--- src/gate_pkg.sv ---
package gate_pkg;

    // ~~~~~~~~~~~~~~~~~~~~~~~~~~~~~~
    // widths and sizes
    // ~~~~~~~~~~~~~~~~~~~~~~~~~~~~~~

    localparam int SAMPLE_W     = 14;
    localparam int BYTE_W       = 8;

    // kept small so that a test can fill it.
    localparam int FIFO_DEPTH   = 4;
    localparam int PTR_W        = $clog2(FIFO_DEPTH);

    // ~~~~~~~~~~~~~~~~~~~~~~~~~~~~~~
    // uart timing
    // ~~~~~~~~~~~~~~~~~~~~~~~~~~~~~~

    localparam int CLKS_PER_BIT = 8;
    localparam int BIT_CNT_W    = $clog2(CLKS_PER_BIT);
    localparam int IDX_W        = $clog2(BYTE_W);

    // ~~~~~~~~~~~~~~~~~~~~~~~~~~~~~~
    // bundled signals
    // ~~~~~~~~~~~~~~~~~~~~~~~~~~~~~~

    // one adc sample plus the ready flag of the converter.
    typedef struct packed {
        logic [SAMPLE_W-1:0] sample;
        logic                init;
    } adc_in_t;

    // head of the peak queue as seen by the transmitter.
    typedef struct packed {
        logic [BYTE_W-1:0] data;
        logic              valid;
    } peak_t;

endpackage

--- src/sample_fifo.sv ---
`timescale 1ns/1ps

module sample_fifo (
    input  logic                        clock,
    input  logic                        i_rst_n,
    input  logic                        i_wr,
    input  logic [gate_pkg::BYTE_W-1:0] i_wdata,
    input  logic                        i_rd,
    output logic [gate_pkg::BYTE_W-1:0] o_rdata,
    output logic                        o_empty,
    output logic                        o_full
);
    import gate_pkg::*;

    logic [BYTE_W-1:0] mem [FIFO_DEPTH];
    logic [PTR_W-1:0]  wr_ptr;
    logic [PTR_W-1:0]  rd_ptr;
    logic [PTR_W:0]    count;
    logic              do_wr;
    logic              do_rd;

    // a write into a full buffer and a read from an empty one are dropped.
    assign do_wr = i_wr & ~o_full;
    assign do_rd = i_rd & ~o_empty;

    assign o_empty = (count == '0);
    assign o_full  = (count == (PTR_W + 1)'(FIFO_DEPTH));

    // the head entry is always on the output so that the first word falls through.
    assign o_rdata = mem[rd_ptr];

    always_ff @(posedge clock) begin
        if (do_wr) begin
            mem[wr_ptr] <= i_wdata;
        end
    end

    // the depth is a power of two, so the pointers wrap on their own.
    always_ff @(posedge clock) begin
        if (!i_rst_n) begin
            wr_ptr <= '0;
            rd_ptr <= '0;
        end else begin
            if (do_wr) begin
                wr_ptr <= wr_ptr + 1'b1;
            end
            if (do_rd) begin
                rd_ptr <= rd_ptr + 1'b1;
            end
        end
    end

    always_ff @(posedge clock) begin
        if (!i_rst_n) begin
            count <= '0;
        end else begin
            case ({do_wr, do_rd})
                2'b10:   count <= count + 1'b1;
                2'b01:   count <= count - 1'b1;
                default: count <= count;
            endcase
        end
    end

endmodule

--- src/gate_buffer.sv ---
`timescale 1ns/1ps

module gate_buffer (
    input  logic              clock,
    input  logic              i_rst_n,
    input  gate_pkg::adc_in_t i_adc,
    input  logic              i_gate,
    input  logic              i_next,
    output gate_pkg::peak_t   o_peak,
    output logic              o_overflow
);
    import gate_pkg::*;

    logic                gate_s1;
    logic                gate_s2;
    logic                gate_d;
    logic                win_rise;
    logic                win_fall;
    logic                win_armed;
    logic [SAMPLE_W-1:0] peak_q;
    logic                wr_req;
    logic [BYTE_W-1:0]   wr_byte;
    logic [BYTE_W-1:0]   fifo_rdata;
    logic                fifo_empty;
    logic                fifo_full;
    logic                pop;

    // ~~~~~~~~~~~~~~~~~~~~~~~~~~~~~~
    // gate synchroniser and edges
    // ~~~~~~~~~~~~~~~~~~~~~~~~~~~~~~

    always_ff @(posedge clock) begin
        if (!i_rst_n) begin
            gate_s1 <= 1'b0;
            gate_s2 <= 1'b0;
            gate_d  <= 1'b0;
        end else begin
            gate_s1 <= i_gate;
            gate_s2 <= gate_s1;
            gate_d  <= gate_s2;
        end
    end

    assign win_rise = gate_s2 & ~gate_d;
    assign win_fall = ~gate_s2 & gate_d;

    // ~~~~~~~~~~~~~~~~~~~~~~~~~~~~~~
    // window peak tracking
    // ~~~~~~~~~~~~~~~~~~~~~~~~~~~~~~

    // a window only counts when the adc was ready as it opened.
    always_ff @(posedge clock) begin
        if (!i_rst_n) begin
            win_armed <= 1'b0;
        end else if (win_rise) begin
            win_armed <= i_adc.init;
        end
    end

    always_ff @(posedge clock) begin
        if (gate_s2 && i_adc.init) begin
            if (win_rise || (i_adc.sample > peak_q)) begin
                peak_q <= i_adc.sample;
            end
        end
    end

    // the byte is the top bits of the peak, written one cycle after the close.
    always_ff @(posedge clock) begin
        if (!i_rst_n) begin
            wr_req <= 1'b0;
        end else begin
            wr_req <= win_fall & win_armed;
        end
    end

    always_ff @(posedge clock) begin
        if (win_fall) begin
            wr_byte <= peak_q[SAMPLE_W-1 -: BYTE_W];
        end
    end

    // sticky until reset.
    always_ff @(posedge clock) begin
        if (!i_rst_n) begin
            o_overflow <= 1'b0;
        end else if (wr_req && fifo_full) begin
            o_overflow <= 1'b1;
        end
    end

    // ~~~~~~~~~~~~~~~~~~~~~~~~~~~~~~
    // peak queue
    // ~~~~~~~~~~~~~~~~~~~~~~~~~~~~~~

    assign pop = o_peak.valid & i_next;

    sample_fifo u_sample_fifo (
        .clock   (clock),
        .i_rst_n (i_rst_n),
        .i_wr    (wr_req),
        .i_wdata (wr_byte),
        .i_rd    (pop),
        .o_rdata (fifo_rdata),
        .o_empty (fifo_empty),
        .o_full  (fifo_full)
    );

    assign o_peak.data  = fifo_rdata;
    assign o_peak.valid = ~fifo_empty;

endmodule

--- src/tx_unit.sv ---
`timescale 1ns/1ps

module tx_unit (
    input  logic                        clock,
    input  logic                        i_rst_n,
    input  logic                        i_send,
    input  logic [gate_pkg::BYTE_W-1:0] i_txdata,
    output logic                        o_txready,
    output logic                        o_tx
);
    import gate_pkg::*;

    typedef enum logic [1:0] {
        ST_IDLE,
        ST_START,
        ST_DATA,
        ST_STOP
    } tx_state_t;

    tx_state_t          state;
    logic [BIT_CNT_W-1:0] bit_cnt;
    logic [IDX_W-1:0]   bit_idx;
    logic [BYTE_W-1:0]  shift_reg;
    logic               bit_done;
    logic               take;

    assign o_txready = (state == ST_IDLE);
    assign take      = i_send & o_txready;
    assign bit_done  = (bit_cnt == BIT_CNT_W'(CLKS_PER_BIT - 1));

    // ~~~~~~~~~~~~~~~~~~~~~~~~~~~~~~
    // frame sequencing
    // ~~~~~~~~~~~~~~~~~~~~~~~~~~~~~~

    always_ff @(posedge clock) begin
        if (!i_rst_n) begin
            state   <= ST_IDLE;
            bit_cnt <= '0;
            bit_idx <= '0;
        end else begin
            if (state == ST_IDLE || bit_done) begin
                bit_cnt <= '0;
            end else begin
                bit_cnt <= bit_cnt + 1'b1;
            end
            case (state)
                ST_IDLE: begin
                    if (take) begin
                        state <= ST_START;
                    end
                end
                ST_START: begin
                    if (bit_done) begin
                        state   <= ST_DATA;
                        bit_idx <= '0;
                    end
                end
                ST_DATA: begin
                    if (bit_done) begin
                        bit_idx <= bit_idx + 1'b1;
                        if (bit_idx == IDX_W'(BYTE_W - 1)) begin
                            state <= ST_STOP;
                        end
                    end
                end
                ST_STOP: begin
                    if (bit_done) begin
                        state <= ST_IDLE;
                    end
                end
                default: state <= ST_IDLE;
            endcase
        end
    end

    // lsb goes out first, so the register moves right after each data bit.
    always_ff @(posedge clock) begin
        if (take) begin
            shift_reg <= i_txdata;
        end else if (state == ST_DATA && bit_done) begin
            shift_reg <= shift_reg >> 1;
        end
    end

    always_comb begin
        case (state)
            ST_START: o_tx = 1'b0;
            ST_DATA:  o_tx = shift_reg[0];
            default:  o_tx = 1'b1;
        endcase
    end

endmodule

--- src/gate_link_top.sv ---
`timescale 1ns/1ps

module gate_link_top (
    input  logic              clock,
    input  logic              i_rst_n,
    input  gate_pkg::adc_in_t i_adc,
    input  logic              i_gate,
    output logic              o_tx,
    output logic              o_overflow
);
    import gate_pkg::*;

    // head of the peak queue and the transmitter's idle flag.
    peak_t peak;
    logic  txready;

    // ~~~~~~~~~~~~~~~~~~~~~~~~~~~~~~
    // capture side
    // ~~~~~~~~~~~~~~~~~~~~~~~~~~~~~~

    gate_buffer u_gate_buffer (
        .clock      (clock),
        .i_rst_n    (i_rst_n),
        .i_adc      (i_adc),
        .i_gate     (i_gate),
        .i_next     (txready),
        .o_peak     (peak),
        .o_overflow (o_overflow)
    );

    // ~~~~~~~~~~~~~~~~~~~~~~~~~~~~~~
    // serial side
    // ~~~~~~~~~~~~~~~~~~~~~~~~~~~~~~

    tx_unit u_tx_unit (
        .clock     (clock),
        .i_rst_n   (i_rst_n),
        .i_send    (peak.valid),
        .i_txdata  (peak.data),
        .o_txready (txready),
        .o_tx      (o_tx)
    );

endmodule

--- config.mk ---
export PLATFORM = sky130hd
export DESIGN_NAME = gate_link_top
export DESIGN_NICKNAME = d
export VERILOG_FILES = /design/src/gate_pkg.sv /design/src/sample_fifo.sv /design/src/gate_buffer.sv /design/src/tx_unit.sv /design/src/gate_link_top.sv
export SDC_FILE = /design/constraint.sdc
export NUM_CORES = 1
export LEC_CHECK = 0
export BUFFER_PORTS_ARGS = -buffer_cell sky130_fd_sc_hd__buf_2
export CORE_MARGIN = 2
export CORE_UTILIZATION = 60
export CTS_CLUSTER_SIZE = 10
export DETAILED_ROUTE_END_ITERATION = 10
export PLACE_DENSITY = 0.79
export SYNTH_ARGS = -nofsm -noshare
export SYNTH_HDL_FRONTEND = slang
export SYNTH_SLANG_ARGS = --single-unit
--- constraint.sdc ---
create_clock -name clock -period 7.3 [get_ports clock]
set_clock_uncertainty 0.15 [all_clocks]
set_input_delay 0 -clock clock [delete_from_list [all_inputs] [get_ports clock]]
set_output_delay 0 -clock clock [all_outputs]
set_load 0.02 [all_outputs]
==> results of run 1 <==
## final cells by class
type	instances	area (µm²)	share of cell area [%]
Timing Repair Buffer	38	285.3	6.863
Tap cell	75	93.84	2.258
Sequential cell	85	2322	55.87
Multi-Input combinational cell	143	1189	28.60
Inverter	24	92.59	2.228
Clock inverter	6	46.29	1.114
Clock buffer	10	127.6	3.070
## per-layer routing
metal  global-route usage, %  up-vias  wire (µm)
met5                       0        -          0
met4                   8.500        0        118
met3                   5.055       12        225
met2                   32.11       54       2995
met1                   24.87      969       2580
li1                        -     1005          -
## cell families after synthesis
group	Yosys count	synth area share (%)
XOR/XNOR	5	1.407
AND/OR/NAND/NOR	72	10.06
multiplexers	10	5.491
buffers and inverters	31	3.706
flip-flops	85	63.69
AO/OA/AOI/OAI	27	5.491
adder cells (fa/ha/maj)	29	10.16
## cell usage in the layout, fill, tap and decap left out, types with 3 or more instances in the layout
| cell | n |
|---|---|
| a21oi_1 | 5 |
| xnor2_1 | 3 |
| mux4_2 | 8 |
| nor2_1 | 5 |
| nand2_1 | 30 |
| buf_2 | 19 |
| edfxtp_1 | 62 |
| nand3_1 | 3 |
| inv_1 | 23 |
| o21ai_0 | 3 |
| dlygate4sd3_1 | 19 |
| nor2b_1 | 7 |
| clkbuf_8 | 9 |
| dfxtp_1 | 23 |
| ha_1 | 28 |
| and2_1 | 15 |
| a21boi_0 | 5 |
| nand4_1 | 5 |
## where the power goes
| part | internal (W) | total (W) | switching (W) |
|---|---|---|---|
| clock network | 0.000126 | 0.000292 | 0.000166 |
| logic | 0.0000799 | 0.000168 | 0.0000878 |
| registers | 0.000545 | 0.000566 | 0.0000210 |
## worst max path at each step
stage,cells past startpoint,startpoint,end
CTS,10,u_tx_unit.state[0],u_gate_buffer.u_sample_fifo.count[2]
floorplan,12,u_tx_unit.state[0],u_gate_buffer.u_sample_fifo.count[2]
detailed placement,10,u_tx_unit.state[0],u_gate_buffer.u_sample_fifo.count[2]
global placement,10,u_tx_unit.state[0],u_gate_buffer.u_sample_fifo.count[2]
global route,10,u_tx_unit.state[0],u_gate_buffer.u_sample_fifo.count[2]
finish,10,u_tx_unit.state[0],u_gate_buffer.u_sample_fifo.count[2]
## per-stage QoR
| stage | cells | hold WS [ns] | util, % | power (W) |
|---|---|---|---|---|
| after floorplan | 259 | -0.05113 | - | 0.0007082 |
| after global placement | 346 | 0.04337 | 64.43 | 0.0007328 |
| after detailed placement | 346 | 0.04239 | 64.43 | 0.0007368 |
| after CTS | 381 | 0.2141 | 70.62 | 0.001032 |
| after global routing | 381 | 0.2232 | 70.62 | 0.001077 |
| final | 381 | 0.2429 | 70.62 | 0.001026 |
==> flow_metrics.py, run 1 <==
metrics = {
    "cells_and_area": {
        "design_area_mm2": 0.004156,
        "layout.nets": 348,
        "n_antenna_cell": 0,
        "drive_gt1_share_pct": 16.01,
        "area_delta_synth_final_pct": 14.00,
        "largest_register_ffs": 32,
        "fillers": 398,
        "reg.largest.list": "u_gate_buffer.u_sample_fifo.mem (32), u_gate_buffer.peak_q (14)",
        "largest_register": "u_gate_buffer.u_sample_fifo.mem",
    },
    "drt": {
        "num_vias": 2040,
        "dr.first_iter.drc_count": 153,
        "drc_errors": 0,
        "first_pass_iters": 4,
        "wl_per_cell_um": 15.53,
        "wl_um": 5918,
        "ant_nets": 0,
        "viasPerCell": 5.354,
    },
    "yosys": {
        "synth_seq_cells": 85,
        "syn_inst": 259,
        "synth-main-ff-cell": "edfxtp_1",
        "netlist_top_cells_count": "edfxtp_1, nand2_1, ha_1, dfxtp_1, inv_1",
        "syn-cell-area_mm2": 0.003646,
        "synth_fp_nets": 306,
        "synth-edff-count": 62,
        "yosys_warnings": 0,
        "ys_types": 43,
        "async_flop_share_pct": 0,
        "netlist.top_cell.by_area": "edfxtp_1",
        "synth_top_cell_area_share_pct": 51.06,
        "synth_area_leaders": "edfxtp_1, dfxtp_1, ha_1",
        "yosysMostFrequentCell": "edfxtp_1",
        "ys_seq_area_share_pct": 63.69,
        "avgSynthCellArea_um2": 14.08,
    },
    "outcome": {
        "status": "finished clean",
    },
    "clock_network": {
        "post_cts_resized": 0,
        "htree_num_levels": 3,
        "cts_tree": "done",
        "clock_latency_ns": 0.34,
        "cts_sinks": 85,
        "cts_made_buffers": 9,
        "cts_buffer_depth": 2,
        "ctsHoldBuffers": 19,
        "clk_root_buffer_cell": "clkbuf_8",
        "clk_pin_slew_ns": 0.09,
        "cts_setup_buffers": 0,
    },
    "min_path": {
        "hold_depth": 2,
        "hold_path_class": "primary input to flip-flop",
        "hp-start": "i_adc[7]",
        "hold_end": "u_gate_buffer.peak_q[6]",
    },
    "worst_setup_path": {
        "crit_arrival_ns": 2.72,
        "reg2reg_slack_ns": 4.69,
        "end_kind": "flip-flop",
        "timing.rr.end": "u_gate_buffer.u_sample_fifo.count[2]",
        "worst_path_largest_cell_delay_ns": 0.37,
        "reg2reg_depth": 10,
        "crit_slowest_cell": "fa_1",
        "critPathKind": "flip-flop to flip-flop",
        "crit_required_ns": 7.41,
        "crit_path_start_kind": "flip-flop",
        "critical_path.top_delay_family": "adder cells",
        "crit_chain": "inv_1 > ha_1 > nand2b_1 > inv_4 > ha_1 > inv_1 > fa_1 > xor2_1 > or3_1 > a21boi_0",
        "r2r_start": "u_tx_unit.state[0]",
        "cp_max_fo": 11,
        "critPathBufInv": 3,
    },
    "global_routing": {
        "antenna_found_initial": 0,
        "grt_pass1_vias": 2010,
        "grt_usage_pct": 19.64,
        "grt_max_degree": 21,
        "grt_overflow": 0,
        "grt_pass1_wl_um": 9432,
    },
    "place": {
        "dp_slack_ns": 4.717,
        "dp_hpwl_um": 3806,
        "dpl_cell_area_mm2": 0.003792,
        "portBuffers": 19,
        "place_congestion": 0.7690,
    },
    "sta": {
        "period_share_pct": 35.70,
        "slew-limit-headroom_pct": 45.59,
        "timing.fmax_mhz": 383.7,
        "grt_setup_unrepaired": "false",
        "layout_min_cycle_time_ns": 2.606,
        "tightest_slew_ns": 0.8132,
        "drv_slew": 0,
        "hold_viol_final": 0,
        "setup_tns_ns": 0,
        "fin_ws_ns": 4.694,
        "setup_viol": 0,
    },
    "floorplan": {
        "die_w_um": 81.95,
        "ios": 20,
        "dieArea_mm2": 0.006716,
        "rows": 28,
        "core_mm2": 0.005886,
        "initial_core_util_pct": 61.95,
        "die_y_um": 81.95,
    },
    "power": {
        "vdd_drop_max_mv": 0.1696,
        "power.density_mw_per_mm2": 246.9,
        "p_leak_nw": 1.597,
    },
    "run": {
        "cap_viol_max_count": 0,
    },
}
No activity file was read; power rests on OpenSTA's default activity.
==> run 2, diff against run 1 <==
--- a/config.mk
+++ b/config.mk
@@ -5,12 +5,13 @@
 export SDC_FILE = /design/constraint.sdc
 export NUM_CORES = 1
 export LEC_CHECK = 0
+export ABC_AREA = 1
 export BUFFER_PORTS_ARGS = -buffer_cell sky130_fd_sc_hd__buf_2
 export CORE_MARGIN = 2
 export CORE_UTILIZATION = 60
 export CTS_CLUSTER_SIZE = 10
 export DETAILED_ROUTE_END_ITERATION = 10
-export PLACE_DENSITY = 0.79
+export PLACE_DENSITY = 0.78
 export SYNTH_ARGS = -nofsm -noshare
 export SYNTH_HDL_FRONTEND = slang
 export SYNTH_SLANG_ARGS = --single-unit
==> constraint.sdc (replaced) <==
create_clock -name clock -period 2.7 [get_ports clock]
set_clock_uncertainty 0.15 [all_clocks]
set_input_delay 0 -clock clock [delete_from_list [all_inputs] [get_ports clock]]
set_output_delay 0 -clock clock [all_outputs]
set_load 0.02 [all_outputs]
==> flow_metrics.py, run 2 <==
metrics = {
    "cells_and_area": {
        "reg.largest.list": "u_gate_buffer.u_sample_fifo.mem (32), u_gate_buffer.peak_q (14)",
        "n_antenna_cell": 0,
        "final_common_cell": "edfxtp_1",
        "fillers": 428,
        "layout.nets": 426,
        "drive_gt1_share_pct": 10.94,
        "utilization_pct": 70.94,
        "largest_register": "u_gate_buffer.u_sample_fifo.mem",
        "largest_register_ffs": 32,
        "layout_common_cells": "edfxtp_1, inv_1, nor2_1",
        "area_delta_synth_final_pct": 14.26,
        "stdcell_count": 459,
    },
    "sta": {
        "drv_slew": 0,
        "fin_hold_ws_ns": 0.2349,
        "layout_min_cycle_time_ns": 2.221,
        "slew-limit-headroom_pct": 46.38,
        "grt_setup_unrepaired": "false",
        "timing.fmax_mhz": 450.3,
        "period_share_pct": 82.25,
        "hold_viol_final": 0,
        "tightest_slew_ns": 0.8013,
        "setup_tns_ns": 0,
        "setup_viol": 0,
    },
    "global_routing": {
        "grt_usage_pct": 19.78,
        "grt_overflow": 0,
        "grt_max_degree": 20,
        "antenna_found_initial": 0,
        "grt_pass1_vias": 2163,
        "grt_pass1_wl_um": 9867,
    },
    "place": {
        "dp_hpwl_um": 4071,
        "place_congestion": 0.7332,
        "portBuffers": 19,
        "place_inst": 424,
    },
    "drt": {
        "top_layer": "met4",
        "viasPerCell": 5.076,
        "first_pass_iters": 4,
        "drt-met1-wl_um": 2822,
        "dr.first_iter.drc_count": 161,
        "num_vias": 2330,
        "dr_wl_met3_um": 183,
        "dr_wl_met2_um": 2943,
        "wl_um": 6055,
        "ant_nets": 0,
        "wl_per_cell_um": 13.19,
        "drc_errors": 0,
    },
    "run": {
        "cap_viol_max_count": 0,
    },
    "worst_setup_path": {
        "crit_slowest_cell": "fa_1",
        "crit_chain": "inv_1 > o31ai_4 > ha_1 > inv_1 > fa_1 > a21oi_1 > o21ai_0 > o21ai_0 > a21oi_1",
        "crit_path_start_kind": "flip-flop",
        "critical_path.top_delay_family": "compound AO/OA/AOI/OAI gates",
        "end_kind": "flip-flop",
        "worst_path_largest_cell_delay_ns": 0.38,
        "crit_arrival_ns": 2.30,
        "critPathKind": "flip-flop to flip-flop",
        "critPathBufInv": 2,
        "crit_required_ns": 2.78,
        "cp_max_fo": 9,
    },
    "clock_network": {
        "clk_pin_slew_ns": 0.08,
        "cts_sinks": 85,
        "clk_root_buffer_cell": "clkbuf_8",
        "cts_made_buffers": 9,
        "cts_buffer_depth": 2,
        "clock_latency_ns": 0.34,
        "post_cts_resized": 0,
        "cts_tree": "done",
        "htree_num_levels": 3,
    },
    "floorplan": {
        "ios": 20,
        "die_y_um": 82.28,
        "initial_core_util_pct": 62.09,
        "dieArea_mm2": 0.006769,
        "die_w_um": 82.28,
        "core_mm2": 0.005921,
        "rows": 28,
    },
    "outcome": {
        "status": "finished clean",
    },
    "yosys": {
        "yosys_warnings": 0,
        "ys_seq_area_share_pct": 63.17,
        "synth_top_cell_area_share_pct": 50.65,
        "ys_types": 24,
        "avgSynthCellArea_um2": 11.04,
        "netlist_top_cells_count": "edfxtp_1, inv_1, nor2_1, nand2_1, o21ai_0",
        "async_flop_share_pct": 0,
        "syn_inst": 333,
        "netlist.top_cell.by_area": "edfxtp_1",
        "synth_fp_nets": 380,
        "synth_seq_cells": 85,
        "syn-cell-area_mm2": 0.003676,
        "synth_area_leaders": "edfxtp_1, dfxtp_1, ha_1",
        "synth-main-ff-cell": "edfxtp_1",
        "synth-edff-count": 62,
        "yosysMostFrequentCell": "edfxtp_1",
    },
    "power": {
        "power_w": 0.003209,
        "vdd_drop_max_mv": 0.4375,
        "power.density_mw_per_mm2": 763.9,
        "p_leak_nw": 1.715,
    },
    "min_path": {
        "hold_path_class": "primary input to flip-flop",
    },
}
-- run 2: cell types whose count changed in the layout (fill, tap and decap cells not counted), sizes merged, moves of 4 or more --
cell    delta
nor2      +46
and2      -16
nor2b      -7
buf        +4
mux4       -8
a21oi     +16
nand3      +4
o21ai     +28
inv       +27
nand2      +5
a31oi      +6
a21boi     -6
-- run 2: worst reg2reg max path, cell delays in order, from the launching register on --
cell and delay [ns]:
dfxtp_1 0.34, inv_1 0.13, o31ai_4 0.36, ha_1 0.22, inv_1 0.07, fa_1 0.38
a21oi_1 0.14, o21ai_0 0.11, o21ai_0 0.15, a21oi_1 0.06
-- run 2: area by class of cell --
| class | count | area, µm² | share of cell area, % |
|---|---|---|---|
| Clock buffer | 10 | 127.6 | 3.038 |
| Clock inverter | 6 | 30.03 | 0.7149 |
| Inverter | 53 | 198.9 | 4.736 |
| Multi-Input combinational cell | 188 | 1112 | 26.48 |
| Sequential cell | 85 | 2322 | 55.29 |
| Tap cell | 75 | 93.84 | 2.234 |
| Timing Repair Buffer | 42 | 315.3 | 7.507 |
-- run 2: metrics by stage --
stage                     area (µm²)  worst slack [ns]
final                           4200            0.4793
after global routing            4200            0.2556
after CTS                       4200            0.4928
after detailed placement        3852            0.5003
after global placement          3852            0.5831
after floorplan                 3676            0.3085
-- run 2: final timing paths --
path | startpoint | end | slack [ns] | depth (start not counted)
min reg2reg | u_gate_buffer.gate_s1 | u_gate_buffer.gate_s2 | 0.27 | 2
max reg2reg | u_gate_buffer.u_sample_fifo.count[2] | u_gate_buffer.u_sample_fifo.count[2] | 0.48 | 9
min | i_adc[14] | u_gate_buffer.peak_q[13] | 0.23 | 2
max | u_gate_buffer.u_sample_fifo.count[2] | u_gate_buffer.u_sample_fifo.count[2] | 0.48 | 9
-- run 2: what timing repair did --
item                                   in CTS  in global routing
setup buffers                               0                  0
endpoints found under the hold margin      37                  0
hold buffers                               19                  0
-- run 2: report_power, final --
| group | switching, W | internal, W | total [W] |
|---|---|---|---|
| clock network | 0.000429 | 0.000324 | 0.000753 |
| registers | 0.0000769 | 0.00157 | 0.00165 |
| logic | 0.000508 | 0.000297 | 0.000805 |
| total | 0.00101 | 0.00219 | 0.00321 |
-- run 2: metal layers --
layer	global-route usage [%]	vias up
met5	0	-
met4	8.667	0
met3	3.913	11
met2	31.21	41
met1	26.72	1070
li1	-	1208
-- run 2: cells by family after synthesis --
family / after synthesis / synth area share, %
and+or+nand+nor: 97 / 10.48
DFF: 85 / 63.17
AOI/OAI and AO/OA: 62 / 9.700
adders and majority gates: 29 / 10.08
buffers and inverters: 60 / 6.569
